<file path="src/source/fetch_isa_pkg.sv">
package fetch_isa_pkg;

  typedef logic [31:0] addr_t;  // byte address
  typedef logic [31:0] instr_t;
  typedef logic [6:0]  opcode_t;

  localparam opcode_t opcode_branch = 7'b1100011;
  localparam opcode_t opcode_jal    = 7'b1101111;

  localparam addr_t pc_step  = 32'd4;  // sequential fetch
  localparam addr_t reset_pc = 32'd0;

endpackage

</file>
<file path="src/source/fetch_pred_pkg.sv">
package fetch_pred_pkg;

  // btb index is pc[7:2] and tag is pc[31:8]
  localparam int unsigned btb_entries = 64;
  typedef logic [5:0]  btb_index_t;
  typedef logic [23:0] btb_tag_t;

  // local history table indexed by pc[5:2]
  localparam int unsigned lht_entries = 16;
  typedef logic [3:0] lht_index_t;
  typedef logic [3:0] hist_t;  // newest outcome in bit 0

  localparam int unsigned pattern_count = 16;  // one counter per history
  typedef logic [1:0] counter_t;  // msb set means taken
  localparam counter_t counter_init = 2'b01;  // weak not-taken

  localparam int unsigned queue_depth = 8;
  typedef logic [2:0] queue_ptr_t;
  typedef logic [3:0] queue_count_t;

  localparam int unsigned fetch_credits = 4;
  typedef logic [2:0] credit_t;

  typedef enum logic {
    run,
    redirect
  } fetch_state_t;

endpackage

</file>
<file path="src/source/branch_target_buffer.sv">
module branch_target_buffer
  import fetch_isa_pkg::*;
  import fetch_pred_pkg::*;
(
  input  logic  clk,
  input  logic  rst,
  input  addr_t lookup_pc,
  output logic  hit,
  output addr_t target,
  input  logic  write_en,
  input  addr_t write_pc,
  input  addr_t write_target
);

  logic [btb_entries-1:0] valid_bits;
  btb_tag_t               tag_mem [btb_entries];
  addr_t                  target_mem [btb_entries];
  btb_index_t             rd_index;
  btb_tag_t               rd_tag;
  btb_index_t             wr_index;
  btb_tag_t               wr_tag;

  assign rd_index = lookup_pc[7:2];
  assign rd_tag   = lookup_pc[31:8];
  assign wr_index = write_pc[7:2];
  assign wr_tag   = write_pc[31:8];

  assign hit    = valid_bits[rd_index] && (tag_mem[rd_index] == rd_tag);
  assign target = target_mem[rd_index];  // only meaningful on hit

  always_ff @(posedge clk or posedge rst)
  begin
    if (rst)
      valid_bits <= '0;
    else if (write_en)
      valid_bits[wr_index] <= 1'b1;
  end

  always_ff @(posedge clk)
  begin
    if (write_en)
    begin
      tag_mem[wr_index]    <= wr_tag;
      target_mem[wr_index] <= write_target;
    end
  end

endmodule

</file>
<file path="src/source/local_predictor.sv">
module local_predictor
  import fetch_isa_pkg::*;
  import fetch_pred_pkg::*;
(
  input  logic  clk,
  input  logic  rst,
  input  addr_t lookup_pc,
  output logic  predict_taken,
  input  logic  train_en,
  input  addr_t train_pc,
  input  logic  train_taken
);

  hist_t      lht [lht_entries];
  counter_t   pht [pattern_count];
  lht_index_t rd_index;
  lht_index_t wr_index;
  hist_t      train_hist;
  counter_t   train_count;
  counter_t   next_count;

  assign rd_index = lookup_pc[5:2];
  assign wr_index = train_pc[5:2];

  assign predict_taken = pht[lht[rd_index]][1];

  assign train_hist  = lht[wr_index];
  assign train_count = pht[train_hist];

  // saturating 2-bit update
  always_comb
  begin
    next_count = train_count;
    if (train_taken && train_count != 2'b11)
      next_count = train_count + 1'b1;
    else if (!train_taken && train_count != 2'b00)
      next_count = train_count - 1'b1;
  end

  always_ff @(posedge clk or posedge rst)
  begin
    if (rst)
    begin
      for (int i = 0; i < lht_entries; i++)
        lht[i] <= '0;
      for (int i = 0; i < pattern_count; i++)
        pht[i] <= counter_init;
    end
    else if (train_en)
    begin
      pht[train_hist] <= next_count;  // counter picked by old history
      lht[wr_index]   <= {train_hist[2:0], train_taken};
    end
  end

endmodule

</file>
<file path="src/source/branch_queue.sv">
module branch_queue
  import fetch_isa_pkg::*;
  import fetch_pred_pkg::*;
(
  input  logic  clk,
  input  logic  rst,
  input  logic  push,
  input  addr_t push_pc,
  input  logic  push_is_branch,
  input  logic  push_taken,
  input  addr_t push_target,
  output logic  full,
  input  logic  resolve_valid,
  input  logic  resolve_taken,
  input  addr_t resolve_target,
  output logic  mispredict,
  output addr_t correct_pc,
  output logic  btb_write,
  output logic  predictor_train,
  output addr_t train_pc
);

  addr_t        pc_q [queue_depth];
  logic         branch_q [queue_depth];
  logic         taken_q [queue_depth];
  addr_t        target_q [queue_depth];
  queue_ptr_t   rd_ptr;
  queue_ptr_t   wr_ptr;
  queue_count_t count;
  addr_t        head_pc;
  logic         head_taken;
  addr_t        head_target;

  assign head_pc     = pc_q[rd_ptr];
  assign head_taken  = taken_q[rd_ptr];
  assign head_target = target_q[rd_ptr];

  assign full = (count == queue_count_t'(queue_depth));

  // wrong direction, or taken to a different target
  assign mispredict = resolve_valid &&
                      ((resolve_taken != head_taken) ||
                       (resolve_taken && head_target != resolve_target));
  assign correct_pc = resolve_taken ? resolve_target : head_pc + pc_step;

  assign btb_write       = resolve_valid && resolve_taken;
  assign predictor_train = resolve_valid && branch_q[rd_ptr];
  assign train_pc        = head_pc;

  always_ff @(posedge clk or posedge rst)
  begin
    if (rst)
    begin
      rd_ptr <= '0;
      wr_ptr <= '0;
      count  <= '0;
    end
    else if (mispredict)
    begin
      rd_ptr <= '0;  // flush everything younger
      wr_ptr <= '0;
      count  <= '0;
    end
    else
    begin
      if (push)
        wr_ptr <= wr_ptr + 1'b1;
      if (resolve_valid)
        rd_ptr <= rd_ptr + 1'b1;
      case ({push, resolve_valid})
        2'b10:   count <= count + 1'b1;
        2'b01:   count <= count - 1'b1;
        default: count <= count;
      endcase
    end
  end

  always_ff @(posedge clk)
  begin
    if (push)
    begin
      pc_q[wr_ptr]     <= push_pc;
      branch_q[wr_ptr] <= push_is_branch;
      taken_q[wr_ptr]  <= push_taken;
      target_q[wr_ptr] <= push_target;
    end
  end

endmodule

</file>
<file path="src/source/fetch_control.sv">
module fetch_control
  import fetch_isa_pkg::*;
  import fetch_pred_pkg::*;
(
  input  logic   clk,
  input  logic   rst,
  output addr_t  imem_addr,
  input  instr_t imem_data,
  input  logic   btb_hit,
  input  addr_t  btb_target,
  input  logic   predict_taken,
  input  logic   queue_full,
  output logic   push,
  output logic   push_is_branch,
  output logic   push_taken,
  output addr_t  push_target,
  input  logic   mispredict,
  input  addr_t  correct_pc,
  input  logic   credit_return,
  output logic   fetch_valid,
  output addr_t  fetch_pc,
  output instr_t fetch_instr,
  output logic   redirect
);

  fetch_state_t state;
  addr_t        pc;
  credit_t      credits;
  opcode_t      opcode;
  logic         is_branch;
  logic         is_jal;
  logic         take;
  logic         fire;
  addr_t        next_pc;

  assign imem_addr = pc;

  assign opcode    = imem_data[6:0];
  assign is_branch = (opcode == opcode_branch);
  assign is_jal    = (opcode == opcode_jal);

  // jal follows any btb hit, a branch also needs the counter
  assign take    = btb_hit && (is_jal || (is_branch && predict_taken));
  assign next_pc = take ? btb_target : pc + pc_step;

  // the cycle of a mispredict fetches nothing
  assign fire = (credits != '0) && !queue_full && !mispredict;

  assign push           = fire && (is_branch || is_jal);
  assign push_is_branch = is_branch;
  assign push_taken     = take;
  assign push_target    = btb_target;

  // high for one cycle after a mispredict
  assign redirect = (state == fetch_pred_pkg::redirect);

  always_ff @(posedge clk or posedge rst)
  begin
    if (rst)
    begin
      state <= run;
      pc    <= reset_pc;
    end
    else
    begin
      state <= mispredict ? fetch_pred_pkg::redirect : run;
      if (mispredict)
        pc <= correct_pc;
      else if (fire)
        pc <= next_pc;
    end
  end

  always_ff @(posedge clk or posedge rst)
  begin
    if (rst)
    begin
      credits     <= credit_t'(fetch_credits);
      fetch_valid <= 1'b0;
    end
    else
    begin
      fetch_valid <= fire;
      case ({fire, credit_return})
        2'b10:   credits <= credits - 1'b1;
        2'b01:   credits <= credits + 1'b1;  // usable next cycle
        default: credits <= credits;
      endcase
    end
  end

  always_ff @(posedge clk)
  begin
    if (fire)
    begin
      fetch_pc    <= pc;
      fetch_instr <= imem_data;
    end
  end

endmodule

</file>
<file path="src/source/fetch_unit.sv">
module fetch_unit
  import fetch_isa_pkg::*;
(
  input  logic   clk,
  input  logic   rst,
  output addr_t  imem_addr,
  input  instr_t imem_data,
  output logic   fetch_valid,
  output addr_t  fetch_pc,
  output instr_t fetch_instr,
  input  logic   credit_return,
  input  logic   resolve_valid,
  input  logic   resolve_taken,
  input  addr_t  resolve_target,
  output logic   redirect
);

  logic  btb_hit;
  addr_t btb_target;
  logic  predict_taken;
  logic  queue_full;
  logic  push;
  logic  push_is_branch;
  logic  push_taken;
  addr_t push_target;
  logic  mispredict;
  addr_t correct_pc;
  logic  btb_write;
  logic  predictor_train;
  addr_t train_pc;

  fetch_control u_control (
    .clk            (clk),
    .rst            (rst),
    .imem_addr      (imem_addr),
    .imem_data      (imem_data),
    .btb_hit        (btb_hit),
    .btb_target     (btb_target),
    .predict_taken  (predict_taken),
    .queue_full     (queue_full),
    .push           (push),
    .push_is_branch (push_is_branch),
    .push_taken     (push_taken),
    .push_target    (push_target),
    .mispredict     (mispredict),
    .correct_pc     (correct_pc),
    .credit_return  (credit_return),
    .fetch_valid    (fetch_valid),
    .fetch_pc       (fetch_pc),
    .fetch_instr    (fetch_instr),
    .redirect       (redirect)
  );

  branch_target_buffer u_btb (
    .clk          (clk),
    .rst          (rst),
    .lookup_pc    (imem_addr),  // fetch pc doubles as lookup
    .hit          (btb_hit),
    .target       (btb_target),
    .write_en     (btb_write),
    .write_pc     (train_pc),
    .write_target (resolve_target)
  );

  local_predictor u_predictor (
    .clk           (clk),
    .rst           (rst),
    .lookup_pc     (imem_addr),
    .predict_taken (predict_taken),
    .train_en      (predictor_train),
    .train_pc      (train_pc),
    .train_taken   (resolve_taken)
  );

  branch_queue u_queue (
    .clk             (clk),
    .rst             (rst),
    .push            (push),
    .push_pc         (imem_addr),
    .push_is_branch  (push_is_branch),
    .push_taken      (push_taken),
    .push_target     (push_target),
    .full            (queue_full),
    .resolve_valid   (resolve_valid),
    .resolve_taken   (resolve_taken),
    .resolve_target  (resolve_target),
    .mispredict      (mispredict),
    .correct_pc      (correct_pc),
    .btb_write       (btb_write),
    .predictor_train (predictor_train),
    .train_pc        (train_pc)
  );

endmodule

</file>
<file path="config.mk">
export PLATFORM = sky130hd
export DESIGN_NAME = fetch_unit
export DESIGN_NICKNAME = d
export VERILOG_FILES = /design/src/source/fetch_isa_pkg.sv /design/src/source/fetch_pred_pkg.sv /design/src/source/branch_target_buffer.sv /design/src/source/local_predictor.sv /design/src/source/branch_queue.sv /design/src/source/fetch_control.sv /design/src/source/fetch_unit.sv
export SDC_FILE = /design/constraint.sdc
export NUM_CORES = 2
export LEC_CHECK = 0
export BUFFER_PORTS_ARGS = -buffer_cell sky130_fd_sc_hd__buf_2
export CORE_MARGIN = 10
export CORE_UTILIZATION = 45
export CTS_CLUSTER_DIAMETER = 200
export DETAILED_ROUTE_END_ITERATION = 6
export GPL_TIMING_DRIVEN = 0
export PLACE_DENSITY = 0.7
export SLEW_MARGIN = 5
export SYNTH_ARGS = -nofsm -noshare
export SYNTH_HDL_FRONTEND = slang
export SYNTH_MEMORY_MAX_BITS = 65536
export SYNTH_SLANG_ARGS = --single-unit
</file>
<file path="constraint.sdc">
create_clock -name clk -period 11.25 [get_ports clk]
set_clock_uncertainty 0.15 [all_clocks]
set_input_delay 2.25 -clock clk [delete_from_list [all_inputs] [get_ports clk]]
set_output_delay 2.25 -clock clk [all_outputs]
set_load 0.01 [all_outputs]
</file>
==> impl_metrics.env <==
export IMPL_crit_path_max_fanout=11
export IMPL_area_delta_synth_final_pct=16.39
export IMPL_yosys_area_share_simple_pct=2.359
export IMPL_min_path_type="reg -> reg"
export IMPL_multi_input_area_um2=39300
export IMPL_synth_compound_area_share_pct=2.084
export IMPL_hpwlAfterDp_um=402500
export IMPL_place_gp_congestion=0.9410
export IMPL_p_per_area_nw_per_um2=254.5
export IMPL_fillers=28310
export IMPL_finalSetupTns_ps=0
export IMPL_cp_common_cell="buf_2"
export IMPL_drt_first_iter_violations=19770
export IMPL_dieArea_um2=407000
export IMPL_p_leak_nw=64.06
export IMPL_async_reset_ff_share_pct=4.723
export IMPL_timing_critical_path_buf_inv=8
export IMPL_violations="DRC, capacitance limit, slew limit"
export IMPL_yosysWarningCount=0
export IMPL_min_period_ps=8475
export IMPL_cts_resized=0
export IMPL_r2r_slack_ps=2770
export IMPL_grt_total_usage_pct=28.53
export IMPL_outcome="finished, violations left"
export IMPL_setup_violations_final=0
export IMPL_pwr_share_comb_pct=32.8
export IMPL_start_util_pct=45.25
export IMPL_via_count=96210
export IMPL_ir_worst_vdd_mv=0.2146
export IMPL_slew_headroom_pct=-8.880
export IMPL_synth_seq_cells=4383
export IMPL_fin_crit_sh_pct=75.34
export IMPL_fp_dieH_um=638.0
export IMPL_synth_ff_type="edfxtp_1"
export IMPL_clock_sinks=4383
export IMPL_drv_slew=32
export IMPL_maxCapViolCount=3
export IMPL_clk_latency_ps=1040
export IMPL_swShare_pct=34.28
export IMPL_synthXorXnorAreaFrac_pct=0.5300
export IMPL_p_int_mw=33.45
export IMPL_cp_required_ps=11910
export IMPL_tightest_slew_ps=1633
export IMPL_via_per_inst=6.820
export IMPL_root_buffer="clkbuf_16"
export IMPL_slowest_delay_ps=1050
export IMPL_htreeDepth=5
export IMPL_synthAdderAreaFrac_pct=0.1048
export IMPL_drc_errors=11
export IMPL_pre_cts_slack_ps=3133
export IMPL_post_cts_buffers=0
export IMPL_syn_num_nets=7886
export IMPL_grt_pass1_vias=92350
export IMPL_globalRoute_totalOverflow=0
export IMPL_slowest_stage="o21ai_1"
export IMPL_synth_top_family_by_area="multiplexers"
export IMPL_seqCellArea_um2=130600
export IMPL_p_clk_share_pct=28.1
export IMPL_worst_path_stages=16
export IMPL_cp_top_family="buffers and inverters"
export IMPL_tritoncts="built"
export IMPL_path_cells="buf_2 > buf_2 > buf_2 > buf_2 > buf_2 > mux4_2 > inv_1 > a2111oi_0 > a211oi_1 > o21ai_1 > nand4_1 > buf_2 > clkbuf_1 > o21ai_0 > o211ai_1 > a2bb2oi_1"
export IMPL_syn_area_um2=171900
export IMPL_crit_path_start_kind="register"
export IMPL_cts_hold_fix_buffers=0
export IMPL_drive_above_1_share_pct=31.22
export IMPL_io_buffers=166
export IMPL_nNetsFinal=8791
export IMPL_ys_seq_area_share_pct=75.99
export IMPL_fp_dieW_um=638.0
export IMPL_postRouteAntennaNets=0
export IMPL_rows=226
export IMPL_core_area_um2=379800
export IMPL_finalHoldViolCount=0
export IMPL_synth_distinct_cells=105
export IMPL_numCtsBuffers=416
export IMPL_rsz0062_at_grt="no"
export IMPL_holdPathStages=1
export IMPL_max_freq_mhz=118.0
export IMPL_power_switching_mw=17.45
export IMPL_whs_ps=315.4
export IMPL_finalPower_mw=50.90
export IMPL_grt_antenna_before_repair=58
export IMPL_path_clk_slew_ps=60
export IMPL_synth_mux_area_share_pct=17.44
export IMPL_cp_data_arrival_time_ps=9130
export IMPL_firstDrtPassIters=7
export IMPL_path_class="reg -> reg"
export IMPL_cp_end_kind="register"
export IMPL_setup_ws_ps=2775
export IMPL_pin_count=167
export IMPL_syn_avg_cell_area_um2=22.02
export IMPL_routed_wl_um=596200
export IMPL_synth_cells=7804
export IMPL_seq_power_share_pct=39.1
export IMPL_grt_pass1_wl_um=798200
export IMPL_clk_path_buf_depth=4
export IMPL_wl_per_cell_um=42.26
export IMPL_grt_start_max_net_pins=110
export IMPL_rr_worst_depth=16
export IMPL_synth_edf_count=4176
-- path summary, 6_finish.rpt --
check                                        from                      to
hold reg to reg              u_btb.valid_bits[43]    u_btb.valid_bits[43]
hold / removal               u_btb.valid_bits[43]    u_btb.valid_bits[43]
max in group asynchronous                     rst  u_control.imem_addr[2]
setup reg to reg           u_control.imem_addr[5]  u_control.imem_addr[5]
min in group asynchronous                     rst    u_btb.valid_bits[34]
setup / recovery           u_control.imem_addr[5]  u_control.imem_addr[5]
-- cells in the final DEF, fill, tap and decap left out, drive strengths merged, types with 25 or more instances in the layout --
cell and instances:
edfxtp 4176, mux4 1172, buf 791, clkbuf 614
mux2i 232, nand2 224, nor2 206, dfrtp 190
clkinv 189, mux2 102, a22oi 101, o21ai 85
nand3 76, or2 75, a21oi 69, xnor2 66
inv 62, nor3 54, bufinv 53, xor2 35
a31oi 34, nor2b 29, diode 28, o22ai 25
o211ai 25, nand4 25, nor4 25
-- metrics by stage --
stage          area, µm²  std cells  util [%]
2_1_floorplan     171900       7804         -
3_3_place_gp      179000      12990     47.13
3_5_place_dp      186200      13310     49.02
4_1_cts           199900      14080     52.63
5_1_grt           200000      14080     52.66
6_report          200000      14110     52.67
-- cell families after synthesis --
group	after synthesis
buf+inv	466
simple gates	825
compound gates	509
flops	4383
fa+ha+maj	14
mux	1506
xor+xnor	101
-- flip-flops by register name, indices dropped and copies added (netlist names), 3 cells and up --
name / count
u_queue.pc_q: 256
u_queue.count: 4
u_control.credits: 3
u_control.fetch_pc: 32
u_queue.wr_ptr: 3
u_control.imem_addr: 32
u_btb.valid_bits: 64
u_queue.branch_q: 8
u_btb.target_mem: 2048
u_btb.tag_mem: 1536
u_queue.taken_q: 8
u_control.fetch_instr: 32
u_predictor.pht: 32
u_queue.target_q: 256
u_predictor.lht: 64
u_queue.rd_ptr: 3
-- final cells by class --
type | count | share of cell area [%]
diodes | 28 | 0.03503
plain buffers | 419 | 1.197
clock buffers | 499 | 5.407
clock inverters | 272 | 1.446
inverters | 47 | 0.09320
multi-input cells | 2955 | 19.64
flip-flops and latches | 4383 | 65.29
well taps | 5016 | 3.137
repair buffers | 487 | 3.750
-- per-layer routing --
metal	wire length (µm)	vias up	global-route usage (%)
met5	138	-	0.1753
met4	44480	14	16.62
met3	91280	2117	9.259
met2	263300	9254	42.57
met1	197000	50030	36.87
li1	-	34790	-
-- cell usage after synthesis, drive strengths merged (22+ instances only) --
master | count | share of area (%)
edfxtp | 4176 | 73
mux4 | 1172 | 15
buf | 304 | 1.1
mux2i | 232 | 1.4
nand2 | 224 | 0.49
nor2 | 206 | 0.45
dfrtp | 190 | 2.8
clkbuf | 115 | 0.25
mux2 | 102 | 0.67
a22oi | 101 | 0.44
o21ai | 85 | 0.25
nand3 | 76 | 0.22
or2 | 75 | 0.27
a21oi | 69 | 0.20
xnor2 | 66 | 0.35
nor3 | 54 | 0.16
inv | 45 | 0.098
xor2 | 35 | 0.18
a31oi | 34 | 0.12
nor2b | 29 | 0.11
nand4 | 25 | 0.091
nor4 | 25 | 0.11
o211ai | 25 | 0.11
o22ai | 25 | 0.091
a211oi | 22 | 0.099
and2 | 22 | 0.080
and3 | 22 | 0.080
-- power groups by stage --
stage | Clock, mW | Sequential [mW] | Combinational [mW]
2_1_floorplan | 0 | 20.0 | 9.36
3_3_place_gp | 0 | 20.3 | 15.6
3_5_place_dp | 0 | 20.2 | 16.1
4_1_cts | 14.3 | 19.9 | 16.2
5_1_grt | 14.9 | 19.9 | 16.8
6_report | 14.3 | 19.9 | 16.7
Power figures use the tool's default switching activity.
